==> src/logic/iob_timer_pkg.sv <==
package iob_timer_pkg;

   // bus widths
   localparam int ADDR_W = 16;
   localparam int DATA_W = 32;
   localparam int STRB_W = DATA_W / 8;

   // set means scratch memory, clear means register block
   localparam int SRAM_SEL_BIT = 12;

   localparam int REG_AW = 3;  // register word offset bits

   typedef enum logic [REG_AW-1:0] {
      REG_CTRL     = 3'd0,
      REG_PRESCALE = 3'd1,
      REG_COMPARE  = 3'd2,
      REG_COUNT    = 3'd3,  // read only
      REG_STATUS   = 3'd4
   } csr_addr_e;

   localparam int PRESCALE_W = 16;

   // field positions
   localparam int CTRL_EN_BIT    = 0;
   localparam int CTRL_CLR_BIT   = 1;  // self-clearing
   localparam int STATUS_IRQ_BIT = 0;  // write one to clear

endpackage

==> src/logic/iob_addr_split.sv <==
`timescale 1ns/1ps

module iob_addr_split (
   input  logic                             clk_i,
   input  logic                             rst_i,
   input  logic                             avalid_i,
   input  logic [iob_timer_pkg::ADDR_W-1:0] address_i,
   input  logic [iob_timer_pkg::DATA_W-1:0] rdata_reg_i,
   input  logic [iob_timer_pkg::DATA_W-1:0] rdata_mem_i,
   input  logic                             rvalid_reg_i,
   input  logic                             rvalid_mem_i,
   input  logic                             ready_reg_i,
   input  logic                             ready_mem_i,
   output logic                             avalid_reg_o,
   output logic                             avalid_mem_o,
   output logic                             ready_o,
   output logic                             rvalid_o,
   output logic [iob_timer_pkg::DATA_W-1:0] rdata_o
);

   import iob_timer_pkg::*;

   logic sel_mem;
   logic resp_mem_r;  // target of the last accepted request

   assign sel_mem = address_i[SRAM_SEL_BIT];

   assign avalid_reg_o = avalid_i & ~sel_mem;
   assign avalid_mem_o = avalid_i & sel_mem;
   assign ready_o      = sel_mem ? ready_mem_i : ready_reg_i;

   always_ff @(posedge clk_i) begin
      if (rst_i) begin
         resp_mem_r <= 1'b0;
      end else if (avalid_i && ready_o) begin
         resp_mem_r <= sel_mem;
      end
   end

   // response comes back one cycle after acceptance
   assign rvalid_o = resp_mem_r ? rvalid_mem_i : rvalid_reg_i;
   assign rdata_o  = resp_mem_r ? rdata_mem_i : rdata_reg_i;

   a_one_responder : assert property (
      @(posedge clk_i) disable iff (rst_i)
      !(rvalid_reg_i && rvalid_mem_i)
   );

endmodule

==> src/logic/iob_sram.sv <==
`timescale 1ns/1ps

module iob_sram #(
   parameter int SRAM_AW = 6  // word address bits
) (
   input  logic                             clk_i,
   input  logic                             rst_i,
   input  logic                             avalid_i,
   input  logic [iob_timer_pkg::ADDR_W-1:0] address_i,
   input  logic [iob_timer_pkg::DATA_W-1:0] wdata_i,
   input  logic [iob_timer_pkg::STRB_W-1:0] wstrb_i,
   output logic                             ready_o,
   output logic                             rvalid_o,
   output logic [iob_timer_pkg::DATA_W-1:0] rdata_o
);

   import iob_timer_pkg::*;

   logic [DATA_W-1:0]  mem [2**SRAM_AW];
   logic [SRAM_AW-1:0] word_addr;
   logic               ready_r;
   logic               accept;
   logic               rvalid_r;
   logic [DATA_W-1:0]  rdata_r;

   assign word_addr = address_i[SRAM_AW+1:2];
   assign accept    = avalid_i & ready_r;

   always_ff @(posedge clk_i) begin
      if (rst_i) begin
         ready_r  <= 1'b0;
         rvalid_r <= 1'b0;
      end else begin
         ready_r  <= 1'b1;
         rvalid_r <= accept & ~(|wstrb_i);
      end
   end

   always_ff @(posedge clk_i) begin
      for (int b = 0; b < STRB_W; b++) begin
         if (accept && wstrb_i[b]) begin
            mem[word_addr][8*b +: 8] <= wdata_i[8*b +: 8];  // per byte lane
         end
      end
      if (accept && !(|wstrb_i)) begin
         rdata_r <= mem[word_addr];
      end
   end

   assign ready_o  = ready_r;
   assign rvalid_o = rvalid_r;
   assign rdata_o  = rdata_r;

endmodule

==> src/logic/iob_timer_regs.sv <==
`timescale 1ns/1ps

module iob_timer_regs (
   input  logic                                 clk_i,
   input  logic                                 rst_i,
   input  logic                                 avalid_i,
   input  logic [    iob_timer_pkg::ADDR_W-1:0] address_i,
   input  logic [    iob_timer_pkg::DATA_W-1:0] wdata_i,
   input  logic [    iob_timer_pkg::STRB_W-1:0] wstrb_i,
   input  logic [    iob_timer_pkg::DATA_W-1:0] count_i,
   input  logic                                 irq_flag_i,
   output logic                                 ready_o,
   output logic                                 rvalid_o,
   output logic [    iob_timer_pkg::DATA_W-1:0] rdata_o,
   output logic                                 enable_o,
   output logic                                 clear_o,
   output logic [iob_timer_pkg::PRESCALE_W-1:0] prescale_o,
   output logic [    iob_timer_pkg::DATA_W-1:0] compare_o,
   output logic                                 irq_clear_o
);

   import iob_timer_pkg::*;

   csr_addr_e             word_addr;
   logic                  ready_r;
   logic                  accept;
   logic                  wr_en;
   logic                  rd_en;
   logic                  enable_r;
   logic [PRESCALE_W-1:0] prescale_r;
   logic [DATA_W-1:0]     compare_r;
   logic [DATA_W-1:0]     rd_mux;
   logic [DATA_W-1:0]     rdata_r;
   logic                  rvalid_r;

   assign word_addr = csr_addr_e'(address_i[REG_AW+1:2]);
   assign accept    = avalid_i & ready_r;
   assign wr_en     = accept & (|wstrb_i);
   assign rd_en     = accept & ~(|wstrb_i);

   always_ff @(posedge clk_i) begin
      if (rst_i) begin
         ready_r <= 1'b0;
      end else begin
         ready_r <= 1'b1;  // never stalls
      end
   end

   always_ff @(posedge clk_i) begin
      if (rst_i) begin
         enable_r   <= 1'b0;
         prescale_r <= '0;
         compare_r  <= '0;
      end else if (wr_en) begin
         case (word_addr)
            REG_CTRL: begin
               if (wstrb_i[0]) begin
                  enable_r <= wdata_i[CTRL_EN_BIT];
               end
            end
            REG_PRESCALE: begin
               for (int b = 0; b < PRESCALE_W / 8; b++) begin
                  if (wstrb_i[b]) begin
                     prescale_r[8*b +: 8] <= wdata_i[8*b +: 8];
                  end
               end
            end
            REG_COMPARE: begin
               for (int b = 0; b < STRB_W; b++) begin
                  if (wstrb_i[b]) begin
                     compare_r[8*b +: 8] <= wdata_i[8*b +: 8];
                  end
               end
            end
            default: ;  // count and status have no storage here
         endcase
      end
   end

   // one-cycle pulses, since avalid lasts a single cycle
   assign clear_o = wr_en & (word_addr == REG_CTRL) & wstrb_i[0] & wdata_i[CTRL_CLR_BIT];
   assign irq_clear_o = wr_en & (word_addr == REG_STATUS) & wstrb_i[0]
                        & wdata_i[STATUS_IRQ_BIT];

   always_comb begin
      rd_mux = '0;
      case (word_addr)
         REG_CTRL:     rd_mux[CTRL_EN_BIT] = enable_r;
         REG_PRESCALE: rd_mux[PRESCALE_W-1:0] = prescale_r;
         REG_COMPARE:  rd_mux = compare_r;
         REG_COUNT:    rd_mux = count_i;
         REG_STATUS:   rd_mux[STATUS_IRQ_BIT] = irq_flag_i;
         default:      rd_mux = '0;  // unmapped
      endcase
   end

   always_ff @(posedge clk_i) begin
      if (rst_i) begin
         rvalid_r <= 1'b0;
      end else begin
         rvalid_r <= rd_en;
      end
   end

   always_ff @(posedge clk_i) begin
      if (rd_en) begin
         rdata_r <= rd_mux;
      end
   end

   assign ready_o    = ready_r;
   assign rvalid_o   = rvalid_r;
   assign rdata_o    = rdata_r;
   assign enable_o   = enable_r;
   assign prescale_o = prescale_r;
   assign compare_o  = compare_r;

endmodule

==> src/logic/timer_core.sv <==
`timescale 1ns/1ps

module timer_core (
   input  logic                                 clk_i,
   input  logic                                 rst_i,
   input  logic                                 enable_i,
   input  logic                                 clear_i,
   input  logic [iob_timer_pkg::PRESCALE_W-1:0] prescale_i,
   input  logic [    iob_timer_pkg::DATA_W-1:0] compare_i,
   input  logic                                 irq_clear_i,
   output logic [    iob_timer_pkg::DATA_W-1:0] count_o,
   output logic                                 irq_flag_o
);

   import iob_timer_pkg::*;

   logic [PRESCALE_W-1:0] presc_cnt;
   logic [DATA_W-1:0]     count_r;
   logic                  irq_flag_r;
   logic                  tick;
   logic                  match;

   // >= so a lowered prescale takes effect at once
   assign tick  = enable_i & ~clear_i & (presc_cnt >= prescale_i);
   assign match = tick & (count_r == compare_i);

   always_ff @(posedge clk_i) begin
      if (rst_i || clear_i) begin
         presc_cnt <= '0;
      end else if (tick) begin
         presc_cnt <= '0;
      end else if (enable_i) begin
         presc_cnt <= presc_cnt + 1'b1;
      end
   end

   always_ff @(posedge clk_i) begin
      if (rst_i || clear_i) begin
         count_r <= '0;
      end else if (match) begin
         count_r <= '0;  // wrap at compare
      end else if (tick) begin
         count_r <= count_r + 1'b1;
      end
   end

   // sticky, a match on the clearing edge keeps it set
   always_ff @(posedge clk_i) begin
      if (rst_i) begin
         irq_flag_r <= 1'b0;
      end else if (match) begin
         irq_flag_r <= 1'b1;
      end else if (irq_clear_i) begin
         irq_flag_r <= 1'b0;
      end
   end

   assign count_o    = count_r;
   assign irq_flag_o = irq_flag_r;

endmodule

==> src/logic/wb_iob_bridge.sv <==
`timescale 1ns/1ps

module wb_iob_bridge (
   input  logic                             clk_i,
   input  logic                             rst_i,
   // wishbone slave
   input  logic [iob_timer_pkg::ADDR_W-1:0] wb_addr_i,
   input  logic [iob_timer_pkg::STRB_W-1:0] wb_select_i,
   input  logic                             wb_we_i,
   input  logic                             wb_cyc_i,
   input  logic                             wb_stb_i,
   input  logic [iob_timer_pkg::DATA_W-1:0] wb_data_i,
   output logic                             wb_ack_o,
   output logic [iob_timer_pkg::DATA_W-1:0] wb_data_o,
   // iob master
   output logic                             iob_avalid_o,
   output logic [iob_timer_pkg::ADDR_W-1:0] iob_address_o,
   output logic [iob_timer_pkg::DATA_W-1:0] iob_wdata_o,
   output logic [iob_timer_pkg::STRB_W-1:0] iob_wstrb_o,
   input  logic                             iob_rvalid_i,
   input  logic [iob_timer_pkg::DATA_W-1:0] iob_rdata_i,
   input  logic                             iob_ready_i
);

   import iob_timer_pkg::*;

   logic              wb_req;
   logic              wack;
   logic              wack_r;
   logic [DATA_W-1:0] data_mask;

   assign wb_req = wb_cyc_i & wb_stb_i;

   // drop the request in the ack cycle so it is not issued twice
   assign iob_avalid_o  = wb_req & ~wb_ack_o;
   assign iob_address_o = wb_addr_i;
   assign iob_wdata_o   = wb_data_i;
   assign iob_wstrb_o   = wb_we_i ? wb_select_i : '0;  // zero strobes mean read

   assign wack = iob_avalid_o & iob_ready_i & (|iob_wstrb_o);

   always_ff @(posedge clk_i) begin
      if (rst_i) begin
         wack_r <= 1'b0;
      end else begin
         wack_r <= wack;
      end
   end

   // reads finish on rvalid, writes one cycle after acceptance
   assign wb_ack_o = wack_r | iob_rvalid_i;

   for (genvar b = 0; b < STRB_W; b++) begin : g_mask
      assign data_mask[8*b +: 8] = {8{wb_select_i[b]}};
   end

   assign wb_data_o = iob_rdata_i & data_mask;  // unselected lanes read zero

   // one ack per cycle, master lowers stb right after it
   a_ack_single : assert property (
      @(posedge clk_i) disable iff (rst_i)
      wb_ack_o |=> !wb_ack_o
   );

   // every accepted request gets its ack on the next cycle
   a_ack_after_accept : assert property (
      @(posedge clk_i) disable iff (rst_i)
      iob_avalid_o && iob_ready_i |=> wb_ack_o
   );

endmodule

==> src/logic/wb_timer_top.sv <==
`timescale 1ns/1ps

module wb_timer_top (
   input  logic                             clk_i,
   input  logic                             rst_i,
   input  logic [iob_timer_pkg::ADDR_W-1:0] wb_addr_i,
   input  logic [iob_timer_pkg::STRB_W-1:0] wb_select_i,
   input  logic                             wb_we_i,
   input  logic                             wb_cyc_i,
   input  logic                             wb_stb_i,
   input  logic [iob_timer_pkg::DATA_W-1:0] wb_data_i,
   output logic                             wb_ack_o,
   output logic [iob_timer_pkg::DATA_W-1:0] wb_data_o,
   output logic                             irq_o
);

   import iob_timer_pkg::*;

   // bridge side of the iob bus
   logic                  iob_avalid;
   logic [ADDR_W-1:0]     iob_address;
   logic [DATA_W-1:0]     iob_wdata;
   logic [STRB_W-1:0]     iob_wstrb;
   logic                  iob_ready;
   logic                  iob_rvalid;
   logic [DATA_W-1:0]     iob_rdata;
   // per target
   logic                  avalid_reg;
   logic                  avalid_mem;
   logic                  ready_reg;
   logic                  ready_mem;
   logic                  rvalid_reg;
   logic                  rvalid_mem;
   logic [DATA_W-1:0]     rdata_reg;
   logic [DATA_W-1:0]     rdata_mem;
   // timer control
   logic                  tmr_enable;
   logic                  tmr_clear;
   logic [PRESCALE_W-1:0] tmr_prescale;
   logic [DATA_W-1:0]     tmr_compare;
   logic                  tmr_irq_clear;
   logic [DATA_W-1:0]     tmr_count;

   wb_iob_bridge u_bridge (
      .clk_i(clk_i), .rst_i(rst_i),
      .wb_addr_i(wb_addr_i), .wb_select_i(wb_select_i), .wb_we_i(wb_we_i),
      .wb_cyc_i(wb_cyc_i), .wb_stb_i(wb_stb_i), .wb_data_i(wb_data_i),
      .wb_ack_o(wb_ack_o), .wb_data_o(wb_data_o),
      .iob_avalid_o(iob_avalid), .iob_address_o(iob_address),
      .iob_wdata_o(iob_wdata), .iob_wstrb_o(iob_wstrb),
      .iob_rvalid_i(iob_rvalid), .iob_rdata_i(iob_rdata), .iob_ready_i(iob_ready)
   );

   iob_addr_split u_split (
      .clk_i(clk_i), .rst_i(rst_i),
      .avalid_i(iob_avalid), .address_i(iob_address),
      .rdata_reg_i(rdata_reg), .rdata_mem_i(rdata_mem),
      .rvalid_reg_i(rvalid_reg), .rvalid_mem_i(rvalid_mem),
      .ready_reg_i(ready_reg), .ready_mem_i(ready_mem),
      .avalid_reg_o(avalid_reg), .avalid_mem_o(avalid_mem),
      .ready_o(iob_ready), .rvalid_o(iob_rvalid), .rdata_o(iob_rdata)
   );

   iob_timer_regs u_regs (
      .clk_i(clk_i), .rst_i(rst_i),
      .avalid_i(avalid_reg), .address_i(iob_address),
      .wdata_i(iob_wdata), .wstrb_i(iob_wstrb),
      .count_i(tmr_count), .irq_flag_i(irq_o),
      .ready_o(ready_reg), .rvalid_o(rvalid_reg), .rdata_o(rdata_reg),
      .enable_o(tmr_enable), .clear_o(tmr_clear), .prescale_o(tmr_prescale),
      .compare_o(tmr_compare), .irq_clear_o(tmr_irq_clear)
   );

   timer_core u_timer (
      .clk_i(clk_i), .rst_i(rst_i),
      .enable_i(tmr_enable), .clear_i(tmr_clear),
      .prescale_i(tmr_prescale), .compare_i(tmr_compare),
      .irq_clear_i(tmr_irq_clear),
      .count_o(tmr_count), .irq_flag_o(irq_o)  // flag is the level irq
   );

   iob_sram u_sram (
      .clk_i(clk_i), .rst_i(rst_i),
      .avalid_i(avalid_mem), .address_i(iob_address),
      .wdata_i(iob_wdata), .wstrb_i(iob_wstrb),
      .ready_o(ready_mem), .rvalid_o(rvalid_mem), .rdata_o(rdata_mem)
   );

endmodule

==> config.mk <==
export PLATFORM = sky130hd
export DESIGN_NAME = wb_timer_top
export DESIGN_NICKNAME = d
export VERILOG_FILES = /design/src/logic/iob_timer_pkg.sv /design/src/logic/iob_addr_split.sv /design/src/logic/iob_sram.sv /design/src/logic/iob_timer_regs.sv /design/src/logic/timer_core.sv /design/src/logic/wb_iob_bridge.sv /design/src/logic/wb_timer_top.sv
export SDC_FILE = /design/constraint.sdc
export NUM_CORES = 2
export LEC_CHECK = 0
export BUFFER_PORTS_ARGS = -buffer_cell sky130_fd_sc_hd__clkbuf_2
export CORE_MARGIN = 2
export CORE_UTILIZATION = 50
export CTS_CLUSTER_DIAMETER = 100
export CTS_CLUSTER_SIZE = 40
export DETAILED_ROUTE_END_ITERATION = 6
export PLACE_DENSITY = 0.76
export SETUP_SLACK_MARGIN = 0.02
export SLEW_MARGIN = 30
export SYNTH_ARGS = -nofsm -noshare
export SYNTH_HDL_FRONTEND = slang
export SYNTH_SLANG_ARGS = --single-unit
==> constraint.sdc <==
create_clock -name clk_i -period 3.75 [get_ports clk_i]
set_input_delay 0.5625 -clock clk_i [delete_from_list [all_inputs] [get_ports clk_i]]
set_output_delay 0.5625 -clock clk_i [all_outputs]
set_load 0.05 [all_outputs]
-- Yosys cells after proc, flatten, opt, wreduce, memory -nomap -nowiden
Memories as Yosys holds them, arrays and structs flattened. A register that Yosys moved wholly into a read port is not among the register bits.
Index checks and enable logic that the tools add are counted.
- muxes and demuxes: 17
- $add $sub $neg: 2
- order comparisons: 1
- equal/unequal tests: 5
- reductions and logical operators: 20
- bitwise gates (word level): 26
- operator list (operator ; count):
    case mux 15 bit (3 select lines) ; 1
    adder 32 x 1 -> 32 bit, second input constant ; 1
    AND 32 bit ; 1
    == test 32 bit ; 1
    two-way mux 32 bit ; 1
    case mux 16 bit (2 select lines) ; 1
    AND reduction 3 bit ; 7
    AND 1 bit ; 20
    adder 16 x 1 -> 16 bit, second input constant ; 1
    >= comparator 16 bit ; 1
    two-way mux 1 bit ; 12
    == test 3 x 2 -> 1 bit, second input constant ; 2
    logical AND 1 bit ; 6
    case mux 1 bit (5 select lines) ; 1
    two-way mux 4 bit ; 1
    NOT 1 bit ; 4
    OR reduction 2 bit ; 2
    OR reduction 4 bit ; 1
    == test 3 x 1 -> 1 bit, second input constant ; 1
    == test 3 bit, second input constant ; 1
    logical NOT 3 bit ; 1
    nonzero test 2 bit ; 1
    logical NOT 1 bit ; 1
    logical OR 1 bit ; 1
    bitwise OR 1 bit ; 1
- output and inout port bits: 34
- logic and storage cells: 88
- flip-flop bits (word level): 135
- memories kept: 1
- memory bits (writable): 2048
- bits of input ports: 57
- memories (name ; words ; bits a word ; read ports ; clocked after memory_dff ; write ports ; line ; RTL):
    u_sram.mem ; 64 ; 32 ; 1 ; 1 ; 1 ; iob_sram.sv:19 ; logic [DATA_W-1:0] mem [2**SRAM_AW];

-- Longest topological paths before layout
- depth in word-level cells: 15
- depth in mapped cells: 11
- gate-level depth less buffers: 8

-- By module
From an unflattened synthesis, not the netlist that was laid out.
- cell total of the unflattened synthesis: 5455
- area total of the unflattened synthesis: 88273.4 um^2
- by module, submodules not included (module ; sequential area each (um^2) ; area each (um^2) ; times used ; cells each):
    iob_sram ; 62499.9 ; 80043.0 ; 1 ; 4576
    iob_timer_regs ; 1981.9 ; 3659.8 ; 1 ; 344
    timer_core ; 980.9 ; 3286.9 ; 1 ; 400
    wb_iob_bridge ; 20.0 ; 656.9 ; 1 ; 91
    iob_addr_split ; 20.0 ; 626.9 ; 1 ; 44

-- Worst setup path before layout
No wires, ideal clock.
- path type: register -> register
- start point: register u_split.resp_mem_r
- end point: register u_sram.rdata_r[0], in the netlist u_sram.rdata_o[0] (read register of u_sram.mem), enable pin
- setup slack: 0.670 ns
- buffers on the path: 1
- arrival: 2.659 ns
- clock period less this slack: 3.080 ns
- setup time: 0.421 ns
- stages on the path, launching flop included: 6
- data required time: 3.329 ns
- cell sequence: dfxtp_1 -> buf_4 -> mux2_2 -> nor3_4 -> nand2_1 -> nor2_1
- cells in the longest elaborated chain, start to end: 7
- ends and longest elaborated chain (what ; line ; RTL):
    from (decl) ; iob_addr_split.sv:24 ; logic resp_mem_r;
    from (signal assigned) ; iob_addr_split.sv:36 ; resp_mem_r <= sel_mem;
    two-way mux 1 bit ; iob_addr_split.sv:41 ; assign rvalid_o = resp_mem_r ? rvalid_mem_i : rvalid_reg_i;
    bitwise OR 1 bit ; wb_iob_bridge.sv:51 ; assign wb_ack_o = wack_r | iob_rvalid_i;
    NOT 1 bit ; wb_iob_bridge.sv:35 ; assign iob_avalid_o = wb_req & ~wb_ack_o;
    AND 1 bit ; wb_iob_bridge.sv:35 ;
    AND 1 bit ; iob_addr_split.sv:29 ; assign avalid_mem_o = avalid_i & sel_mem;
    AND 1 bit ; iob_sram.sv:27 ; assign accept = avalid_i & ready_r;
    logical AND 1 bit ; iob_sram.sv:45 ; if (accept && !(|wstrb_i)) begin
    to (decl) ; iob_sram.sv:24 ; logic [DATA_W-1:0] rdata_r;
Every way passes these cells.
A chain may end at the register's enable or synchronous reset.

-- Final worst setup path
- start point: register u_split.resp_mem_r
- end point: memory u_sram.mem[25][28], enable pin
- cells in the longest elaborated chain, start to end: 9
- ends and longest elaborated chain (what ; line ; RTL):
    two-way mux 1 bit ; iob_addr_split.sv:41 ;
    bitwise OR 1 bit ; wb_iob_bridge.sv:51 ;
    NOT 1 bit ; wb_iob_bridge.sv:35 ;
    AND 1 bit ; wb_iob_bridge.sv:35 ;
    AND 1 bit ; iob_addr_split.sv:29 ;
    AND 1 bit ; iob_sram.sv:27 ;
    logical AND 1 bit ; iob_sram.sv:41 ; if (accept && wstrb_i[b]) begin
    two-way mux 1 bit ; iob_sram.sv:41 ;
    two-way mux 1 bit (not written as such) ; iob_sram.sv:42 ; mem[word_addr][8*b +: 8] <= wdata_i[8*b +: 8];
    to (decl) ; iob_sram.sv:19 ;
Every way passes these cells.

==> flow_metrics.tcl <==
set metrics [dict create \
    status "completed" \
    crit_top_cell "buf_4" \
    first_iter_violations 8928 \
    max_stage_delay_ns 0.51 \
    wire_per_inst_um 31.7 \
    n_fill_cell 12400 \
    dr.pass1.iters 7 \
    grt_max_degree 65 \
    core_area_um2 164000 \
    layout_commonest_cell "edfxtp_1" \
    cts_buffer_depth 3 \
    post-route-period-util_pct 86.3 \
    worstSetupEndpointType "register" \
    fmax_ghz 0.309 \
    synth_area_um2 82600 \
    grt_pass1_wl_um 334000 \
    min_from "wb_addr_i[12]" \
    crit_chain "mux2_2 > or2_2 > nor3_2 > nand3_2 > buf_4 > nor2_1 > buf_4" \
    antenna_found_initial 20 \
    reg2reg_to "u_sram.mem[25][28]" \
    yosys_most_used_dff "edfxtp_1" \
    drc_errors 0 \
    p_leak_nw 27.5 \
    slew_violations 0 \
    yosys_register_bits 2215 \
    reg2reg_from "u_split.resp_mem_r" \
    tritoncts "done" \
    critical_path_required_ns 4.15 \
    ys_seq_area_share_pct 79.3 \
    area_growth_pct 9.90 \
    num_rows 149 \
    tns_ns 0 \
    fin_skew_ns 0.0606 \
    clk_pin_slew_ns 0.13 \
    vias_per_cell 6.76 \
    routabilityCongestion 0.910 \
    setup_viol 0 \
    slew_headroom_pct 24.5 \
    synth_edf_count 2112 \
    synthesis.nets 4987 \
    hold_depth 3 \
    layout_common_cells "edfxtp_1, a22oi_1, buf_4" \
    min_path_type "primary input to register" \
    syn_avg_cell_area_um2 16.8 \
    grt_pass1_vias 46800 \
    h-tree-depth 3 \
    startpoint_type "register" \
    grt-ovfl-total 0 \
    drive_above_1_share_pct 13.4 \
    clk_latency_ns 0.75 \
    cp.buffers_inverters 2 \
    synth_area_leaders "edfxtp_1, a22oi_1, dfxtp_1" \
    synth_top_area_share_pct 76.8 \
    synth_warnings 0 \
    cts_root_buffer "clkbuf_16" \
    reg2reg_slack_ns 0.51 \
    final_antenna_net_count 0 \
    multi_input_area_um2 15700 \
    crit_family "simple AND/OR/NAND/NOR gates" \
    hold_end "u_sram.rvalid_o" \
    wl_um 235000 \
    start_util_pct 50.2 \
    place_area_um2 88800 \
    rsz0062_at_grt "false" \
    postCtsResizedCells 0 \
    cts_setup_buffers 0 \
    reg2reg_depth 7 \
    dieArea_um2 168000 \
    post-route-min-period_ns 3.24 \
    die_width_um 410 \
    crit_type "register to register" \
    grtUsageTotal_pct 27.3 \
    synthArstFlopShare_pct 0 \
    drv_cap 0 \
    crit_path_top_delay_cell "nor3_2" \
    vias 50300 \
    ctsHoldBuffers 0 \
    synth_cell_types 60 \
    synth.largest_area_cell "edfxtp_1" \
    final-seq-area_um2 65500 \
    worstMarginPinSlew_ns 1.13 \
    clock_sinks 2215 \
    layout.cell_area.non_filler_um2 90800 \
    hpwl_um 149000 \
    die_h_um 410 \
    numCtsBuffers 67 \
    final_nets 5295 \
    path_max_fanout 29 \
    io_buffers 81 \
    worst-endpoint-arrival_ns 3.64 \
    ir_drop_mv 0.378 \
    syn_inst 4912 \
    cp.depth 7 \
    power_density_nw_per_um2 436 \
    ioPinCount 91 \
    hold_viol_final 0 \
]
[state kept, by name, indices dropped and copies added (netlist names), 16 cells and up]
register,flops
u_timer.count_o,32
u_regs.rdata_o,32
u_regs.prescale_o,16
u_sram.mem,2048
u_timer.presc_cnt,16
u_sram.rdata_o,32
u_regs.compare_o,32
[per-stage QoR]
| step | util [%] | setup WS, ns | instances | hold WS, ns | power [mW] |
|---|---|---|---|---|---|
| 2_1_floorplan | - | 0.670 | 4912 | 0.436 | 28.5 |
| 3_3_place_gp | 54.0 | 0.282 | 7340 | 0.450 | 29.6 |
| 3_5_place_dp | 54.0 | 0.245 | 7340 | 0.448 | 29.6 |
| 4_1_cts | 55.2 | 0.559 | 7425 | 0.172 | 39.5 |
| 5_1_grt | 55.2 | 0.437 | 7425 | 0.177 | 40.3 |
| 6_report | 55.2 | 0.514 | 7438 | 0.204 | 39.6 |
[how the worst max path moves through the flow]
stage | from | endpoint | slack [ns]
after CTS | u_split.resp_mem_r | u_sram.mem[25][28] | 0.56
after global placement | wb_addr_i[4] | u_sram.rdata_o[26] | 0.28
after floorplan | u_split.resp_mem_r | u_sram.rdata_o[0] | 0.67
final | u_split.resp_mem_r | u_sram.mem[25][28] | 0.51
after global routing | u_timer.presc_cnt[0] | u_timer.count_o[24] | 0.44
after detailed placement | wb_addr_i[4] | u_sram.rdata_o[26] | 0.25
[layer usage]
| layer | vias up | wire length (µm) | track usage (%) |
|---|---|---|---|
| met2 | 3999 | 104000 | 40.3 |
| li1 | 20600 | - | - |
| met4 | 32 | 10200 | 10.4 |
| met5 | - | 220 | 0 |
| met3 | 501 | 36600 | 8.77 |
| met1 | 25200 | 84000 | 37.9 |
[logic make-up (layout without fill, tap and decap cells)]
group	count (synthesis)	after routing	synth area share (%)
muxes	70	70	0.850
xor gates and xnor gates	58	58	0.615
and+or+nand+nor	773	773	4.47
DFF	2215	2215	79.3
other	0	13	0
AOI/OAI and AO/OA	1414	1414	12.7
adders and majority gates	18	18	0.273
buffers and inverters	364	688	1.76
[tightest hold or removal path, cell delays in order]
cell and delay, ns:
clkbuf_2 0.11, nand2_1 0.15, nor3_1 0.07
[layout make-up]
class                           count  share of cell area, %
Clock buffer                       77                   1.98
Timing Repair Buffer              578                   5.22
Multi-Input combinational cell   2333                   17.4
Clock inverter                      8                  0.145
Tap cell                         2189                   3.02
Antenna cell                       13                 0.0358
Sequential cell                  2215                   72.1
Inverter                           25                  0.103
[cell usage after synthesis, types with 40 or more instances]
| cell | instances |
|---|---|
| a21oi_1 | 124 |
| a22o_1 | 161 |
| edfxtp_1 | 2112 |
| buf_1 | 70 |
| a31oi_1 | 145 |
| mux2i_1 | 69 |
| a22oi_1 | 753 |
| nand3_1 | 54 |
| nand2_1 | 129 |
| nor2_1 | 341 |
| clkbuf_1 | 210 |
| nand4_1 | 143 |
| dfxtp_1 | 103 |
| xnor2_1 | 40 |
| a221oi_1 | 145 |
| buf_2 | 56 |
[power breakdown]
group	internal (mW)	leakage [nW]	switching [mW]	total [mW]
Sequential	27.1	19.8	0.0165	27.1
Combinational	0.561	6.81	1.49	2.05
Clock	3.55	0.936	6.89	10.4
Total	31.2	27.5	8.40	39.6
Power figures use the tool's default switching activity.
